<file path="config.mk">
export PLATFORM = sky130hd
export DESIGN_NAME = l2_tag_lookup
export DESIGN_NICKNAME = d
export VERILOG_FILES = /design/src/l2_mem_pkg.sv /design/src/l2_tag_lookup.sv
export SDC_FILE = /design/constraint.sdc
export NUM_CORES = 1
export LEC_CHECK = 0
export BUFFER_PORTS_ARGS = -buffer_cell sky130_fd_sc_hd__buf_4
export CORE_AREA = 2 2 283 285
export CTS_CLUSTER_SIZE = 24
export DETAILED_ROUTE_END_ITERATION = 12
export DIE_AREA = 0 0 285 287
export PLACE_DENSITY = 0.3
export SETUP_SLACK_MARGIN = 0.15
export SYNTH_ARGS = -nofsm -noshare
export SYNTH_HDL_FRONTEND = slang
export SYNTH_SLANG_ARGS = --single-unit
export TNS_END_PERCENT = 5
</file>
<file path="constraint.sdc">
create_clock -name clk -period 2.7 [get_ports clk]
set_input_delay 0 -clock clk [delete_from_list [all_inputs] [get_ports clk]]
set_output_delay 0 -clock clk [all_outputs]
set_load 0.02 [all_outputs]
</file>
<file path="src/l2_mem_pkg.sv">
// ######################################
// l2 slice store: cache geometry, mixed
// word layout and stable state encoding
// ######################################
`default_nettype none

package l2_mem_pkg;

    // geometry
    localparam int L2_WAYS           = 4;
    localparam int L2_WAY_BITS       = 2;
    localparam int L2_SETS           = 64;
    localparam int L2_SET_BITS       = 6;
    localparam int L2_BANKS          = 2;
    localparam int L2_BANK_DEPTH     = 32;
    localparam int L2_BANK_ADDR_BITS = 5;
    localparam int L2_TAG_BITS       = 12;
    localparam int STATE_BITS        = 3;
    localparam int LINE_BITS         = 128;
    localparam int LINE_HALF_BITS    = 64;
    localparam int MIXED_BITS        = 24;

    // mixed word is {hprot, state, 8'b0, tag}
    localparam int MIXED_HPROT_POS = 23;
    localparam int MIXED_STATE_HI  = 22;
    localparam int MIXED_STATE_LO  = 20;
    localparam int MIXED_TAG_HI    = 11;
    localparam int MIXED_TAG_LO    = 0;

    typedef logic [L2_SET_BITS-1:0] l2_set_t;
    typedef logic [L2_WAY_BITS-1:0] l2_way_t;
    typedef logic [L2_TAG_BITS-1:0] l2_tag_t;
    typedef logic [STATE_BITS-1:0]  state_t;
    typedef logic                   hprot_t;
    typedef logic [LINE_BITS-1:0]   line_t;
    typedef logic [MIXED_BITS-1:0]  mixed_t;

    // any nonzero state is a valid line
    localparam state_t STATE_INVALID   = 3'd0;
    localparam state_t STATE_SHARED    = 3'd1;
    localparam state_t STATE_EXCLUSIVE = 3'd2;
    localparam state_t STATE_MODIFIED  = 3'd3;

endpackage

`default_nettype wire

</file>
<file path="src/l2_tag_lookup.sv">
// ######################################
// tag compare over all ways, selects the
// lowest hitting way and its data
// ######################################
`default_nettype none

module l2_tag_lookup (
    input  logic                clk,
    input  logic                rst,
    input  logic                rd_en_i,
    input  l2_mem_pkg::l2_tag_t tag_i,
    input  l2_mem_pkg::l2_tag_t rd_tag_i   [l2_mem_pkg::L2_WAYS],
    input  l2_mem_pkg::state_t  rd_state_i [l2_mem_pkg::L2_WAYS],
    input  l2_mem_pkg::hprot_t  rd_hprot_i [l2_mem_pkg::L2_WAYS],
    input  l2_mem_pkg::line_t   rd_line_i  [l2_mem_pkg::L2_WAYS],
    output logic                valid_o,
    output logic                hit_o,
    output l2_mem_pkg::l2_way_t hit_way_o,
    output l2_mem_pkg::line_t   line_o,
    output l2_mem_pkg::state_t  state_o,
    output l2_mem_pkg::hprot_t  hprot_o
);
    import l2_mem_pkg::*;

    logic               valid_q;
    l2_tag_t            tag_q;
    logic [L2_WAYS-1:0] way_hit;

    always_ff @(posedge clk or negedge rst) begin
        if (!rst) begin
            valid_q <= 1'b0;
        end else begin
            valid_q <= rd_en_i;
        end
    end

    // tag lines up with the sram read of the same edge
    always_ff @(posedge clk) begin
        if (rd_en_i) begin
            tag_q <= tag_i;
        end
    end

    always_comb begin
        for (int i = 0; i < L2_WAYS; i++) begin
            way_hit[i] = valid_q && (rd_state_i[i] != STATE_INVALID) && (rd_tag_i[i] == tag_q);
        end
    end

    // walk down so the lowest way is the one left standing
    always_comb begin
        hit_o     = 1'b0;
        hit_way_o = '0;
        line_o    = '0;
        state_o   = STATE_INVALID;
        hprot_o   = 1'b0;
        for (int i = L2_WAYS - 1; i >= 0; i--) begin
            if (way_hit[i]) begin
                hit_o     = 1'b1;
                hit_way_o = l2_way_t'(i);
                line_o    = rd_line_i[i];
                state_o   = rd_state_i[i];
                hprot_o   = rd_hprot_i[i];
            end
        end
    end

    assign valid_o = valid_q;

endmodule

`default_nettype wire

</file>
* Yosys cells after proc, flatten, opt, wreduce, memory -nomap -nowiden *
Index checks and enable logic that the tools add are counted.

word-level totals
  output and inout port bits = 136
  word-level logic and storage cells = 38
  bits of input ports = 591
  register bits = 13

operators by class
  muxes and demuxes = 20
  equality and inequality tests = 4
  reduce and logical (&&, ||, !) cells = 12

operator list
  kind                  count
  two-way mux 128 bit   4
  equality test 12 bit  4
  two-way mux 3 bit     4
  nonzero test 3 bit    4
  logical AND 1 bit     8
  two-way mux 1 bit     8
  two-way mux 2 bit     4

* Depth between registers and ports, before layout *
  depth after elaboration = 7
  depth in mapped cells = 9
  mapped depth without buffers = 5

* Worst setup path before layout *
Ideal clock, no wire load.

  kind = flip-flop to output port
  start point = register tag_q[7]
  end point = output port line_o[100]
  data arrival time = 2.295 ns
  stages on the path, launching flop included = 10
  required time = 2.700 ns
  path buffers = 4
  slack = 0.405 ns
  cells stage by stage = edfxtp_1 -> xnor2_1 -> nand4_1 -> or4_1 -> buf_2 -> and2_1 -> buf_6 -> buf_6 -> buf_6 -> a32oi_1

on the way
  cells in the longest elaborated chain, start to end = 6
  elaborated cells between the ends (all ways) = 12
  those cells by class = eq/ne: 4; mux: 4; reduce/logical: 4

RTL lines
  item                               RTL line             text
  from (decl)                        l2_tag_lookup.sv:26  l2_tag_t tag_q;
  from (signal assigned)             l2_tag_lookup.sv:40  tag_q <= tag_i;
  equality test 12 bit               l2_tag_lookup.sv:46  way_hit[i] = valid_q && (rd_state_i[i] != STATE_INVALID) && (rd_tag_i[i] == tag_q);
  logical AND 1 bit                  l2_tag_lookup.sv:46
  two-way mux 128 bit (3 in series)  l2_tag_lookup.sv:58  if (way_hit[i]) begin
  two-way mux 128 bit (*)            l2_tag_lookup.sv:58
  to (decl)                          l2_tag_lookup.sv:19  output l2_mem_pkg::line_t line_o,

Mark *: on every way between the ends. The rest lies on a longest branch, timed or not.

* Worst setup path in the final report *
  start point = register tag_q[9]
  end point = output port line_o[105]

Same word-level chain as after synthesis.

==> qor.log <==
[run_status] result of the run complete, but fails checks
[run_status] violations in the final reports negative setup slack
[die] placeable core region 78600 sq um
[setup_path] CP delay by family, top simple AND/OR/NAND/NOR gates
[global_routing] number of antenna violations at the first check in global routing 8
[global_routing] GRT Total Usage 13.0%
[sta] Setup-failing EPs final 5
[placed_design] IO Port Bufs 726
[layout] commonest cells after routing, fill and taps aside 770 x sky130_fd_sc_hd__buf_4, 256 x sky130_fd_sc_hd__nand2_1, 123 x sky130_fd_sc_hd__nand3_1
[run] max-capacitance violation count 0
[setup_path] most repeated library cell on the critical path sky130_fd_sc_hd__buf_6
[yosys] sequential share of the synthesized area 7.83%
[die] DIE AREA 81800 sq um
[sta] clock period minus final worst setup slack 2.74 ns
[sta] Slew Viols, Final 0
[worst_hold_path] critical hold path startpoint rd_en_i
[yosys] post-synthesis share of cell area spent on and, or, nand and nor gates 36.8%
[setup_path] signal arrival time at the worst endpoint 2.74 ns
[clocking] H-tree level count 1
[sta] worst slew pin tran 0.468 ns
[pwr] internal power contribution 1090 uW
[layout] count of nets after finishing 2222
[pwr] Final Total Pwr 1480 uW
[pwr] portion of total power attributed to sequential cells 17.9%
[layout] post-route core utilization 17.8%
[placed_design] Post-Place Worst Slack -0.104 ns
[route] wire length reported by the detailed router 63.9 mm
[layout] final design area excluding fillers 14000 sq um
[clocking] register clock-pin slew on the reported worst setup and hold paths 0.05 ns
[layout] most common cell after layout, fill and taps aside sky130_fd_sc_hd__buf_4
[route] drt first pass iters 5
[yosys] Synth Area per Inst 5.78 sq um
[worst_hold_path] worst hold path depth 1
[route] routed length per placed instance 23.8 um
[sta] Setup WS post-layout -0.0355 ns
[yosys] number of cells produced by synthesis 851
[yosys] dominant combinational cell family by area after synthesis compound AO/OA/AOI/OAI gates
[pwr] Peak VDD IR 196 uV
[clocking] number of clock sinks seen by CTS 13
[yosys] adder-cell area share of the yosys netlist 0%
[yosys] flip-flop and latch count after synthesis 13
[placed_design] HPWL after detailed placement 44.8 mm
[clocking] library cell used as clock root buffer sky130_fd_sc_hd__clkbuf_16
[sta] final worst path period share 101%
[route] via total after detailed routing 10600
[die] # IOs 727
[sta] RSZ-0062 raised after global routing true
[die] initial cell density of the core 6.26%
[route] number of vias per cell 3.94
[setup_path] Worst Path Required 2.70 ns
[sta] Hold Slack 0.00389 ns
[yosys] area of the mapped netlist 4920 sq um
[pwr] fraction of power consumed by the clock network 20.3%
[global_routing] maximum number of pins on one net before global-route repair 72
[setup_path] top fanout value on the critical path 8
[sta] total count of hold-check failures in the final report 0
[setup_path] Critical Path End Type output pin
[pwr] PwrDens 106 nW/um^2
[pwr] part of the power in combinational logic 61.8%
[global_routing] vias in the first global route 11000
[global_routing] first-pass GRT wire length 78.3 mm
[setup_path] kind of critical path reg2out
[placed_design] global placement routability congestion 0.932
[clocking] TritonCTS Buffers 3
[clocking] clock tree from TritonCTS yes
[route] post-route antenna net violation count 0
[yosys] count of yosys warnings during synthesis 0
[layout] layout cells sized above 1 58.7%
[yosys] number of unique standard cell types used by synthesis 23
[sta] upper clock frequency limit 366 MHz
[sta] worst slew margin relative to its limit 68.8%
[route] DRC violations left 0
[setup_path] Critical Path Start tag_q[9]
[route] DRC marker count from the first detailed-route iteration 620
[pwr] share of total power consumed by net switching 26.3%
[worst_hold_path] worst hold-check path type in2reg
[setup_path] slowest library cell on the worst path sky130_fd_sc_hd__or4_4
[setup_path] crit-path cells buf_6 -> xnor2_2 -> nand4_1 -> or4_4 -> buf_12 -> and2_4 -> buf_6 -> a32oi_2 -> buf_4
[layout] number of antenna diodes 0
[pwr] reported net switching power 388 uW
[placed_design] cell area after placement 12000 sq um
[setup_path] Setup crit start kind flip-flop
[clocking] Clock Tree Buf Depth 2
[pwr] Pleak 0.00578 uW
[global_routing] leftover overflow at the end of global routing 0
[yosys] area share of xor/xnor cells in the synthesized design 8.55%
[die] die span in x 285 um
[die] row count 103
[yosys] Synth Area in Compound Gates 37.7%
[setup_path] slowest stage delay, CP 0.64 ns
[worst_hold_path] sink of the worst hold path valid_o
[setup_path] worst path bufs/invs 4
[yosys] mux contribution to synthesized area 0%
[die] height of the chip 287 um
[layout] layout-stage area growth over the synthesis result 184%
[yosys] Post-Synthesis Net Count 1442
==> state kept, by name, summed over array words and instances (netlist names) <==
name / flops
tag_q: 12
valid_o: 1
==> per-stage QoR <==
step           cells  setup TNS (ns)
2_1_floorplan    851               0
3_3_place_gp    2595           -1.45
3_5_place_dp    2595          -0.980
4_1_cts         2634               0
5_1_grt         2680           -2.64
6_report        2680         -0.0707
==> power by group through the flow <==
stage          Clock, uW  Combinational, uW  Sequential, uW
2_1_floorplan          0               91.1             265
3_3_place_gp           0                836             273
3_5_place_dp           0                834             273
4_1_cts              305                879             267
5_1_grt              311                968             267
6_report             299                912             265
==> layout make-up <==
cell class	count	area (sq um)
multi-input combinational	740	4680
sequential	13	385
fill	9103	64600
clock buffer	4	78.8
timing repair buffer	873	7520
tap	1050	1310
==> kinds of logic (layout without fill, tap and decap cells) <==
group	after synthesis	count (layout)
flip-flops	13	13
AND/OR/NAND/NOR	419	423
AO/OA/AOI/OAI	269	269
XOR/XNOR	48	48
buffers and inverters	102	877
==> synthesized netlist by cell type <==
cell                         n  area (sq um)
sky130_fd_sc_hd__nand2_1   266           998
sky130_fd_sc_hd__a32oi_1   132          1160
sky130_fd_sc_hd__nand3_1   132           661
sky130_fd_sc_hd__o21ai_0   132           661
sky130_fd_sc_hd__clkbuf_1   86           323
sky130_fd_sc_hd__xnor2_1    24           210
sky130_fd_sc_hd__xor2_1     24           210
sky130_fd_sc_hd__edfxtp_1   12           360
sky130_fd_sc_hd__buf_6       8          90.1
sky130_fd_sc_hd__nand4_1     8          50.1
sky130_fd_sc_hd__buf_2       6          30.0
sky130_fd_sc_hd__nor4_1      6          37.5
sky130_fd_sc_hd__and4_1      2          17.5
sky130_fd_sc_hd__buf_1       2          7.51
sky130_fd_sc_hd__o31a_1      2          17.5
sky130_fd_sc_hd__o31ai_1     2          15.0
sky130_fd_sc_hd__a21oi_1     1          5.00
sky130_fd_sc_hd__and2_1      1          6.26
sky130_fd_sc_hd__dfrtp_1     1          25.0
sky130_fd_sc_hd__nor2_1      1          3.75
sky130_fd_sc_hd__nor2b_1     1          6.26
sky130_fd_sc_hd__nor4_4      1          21.3
sky130_fd_sc_hd__or4_1       1          7.51
==> per-layer routing <==
layer	GRT usage, %	up-vias	share of wire [%]
met4	2.87	2	2.2
met1	15.2	5091	40
met3	2.44	82	7.2
met5	0	-	0.016
met2	24.2	635	50
li1	-	4749	-
==> timing repair <==
action / CTS / global route
setup endpoints to repair: 135 / 135
pin swaps: 20 / 74
hold buffers: 13 / 0
cloned: 7 / 17
endpoints found under the hold margin: 13 / 0
buffers inserted: 15 / 29
resized for setup: 55 / 129
==> worst max-delay path by stage <==
stage | endpoint | cells past startpoint | slack, ns
after CTS | line_o[35] | 10 | 0.02
after global routing | line_o[105] | 11 | -0.08
after detailed placement | state_o[2] | 8 | -0.10
after floorplan | line_o[100] | 9 | 0.40
after global placement | state_o[2] | 8 | -0.12
final | line_o[105] | 9 | -0.04
No activity file was read; power rests on OpenSTA's default activity.
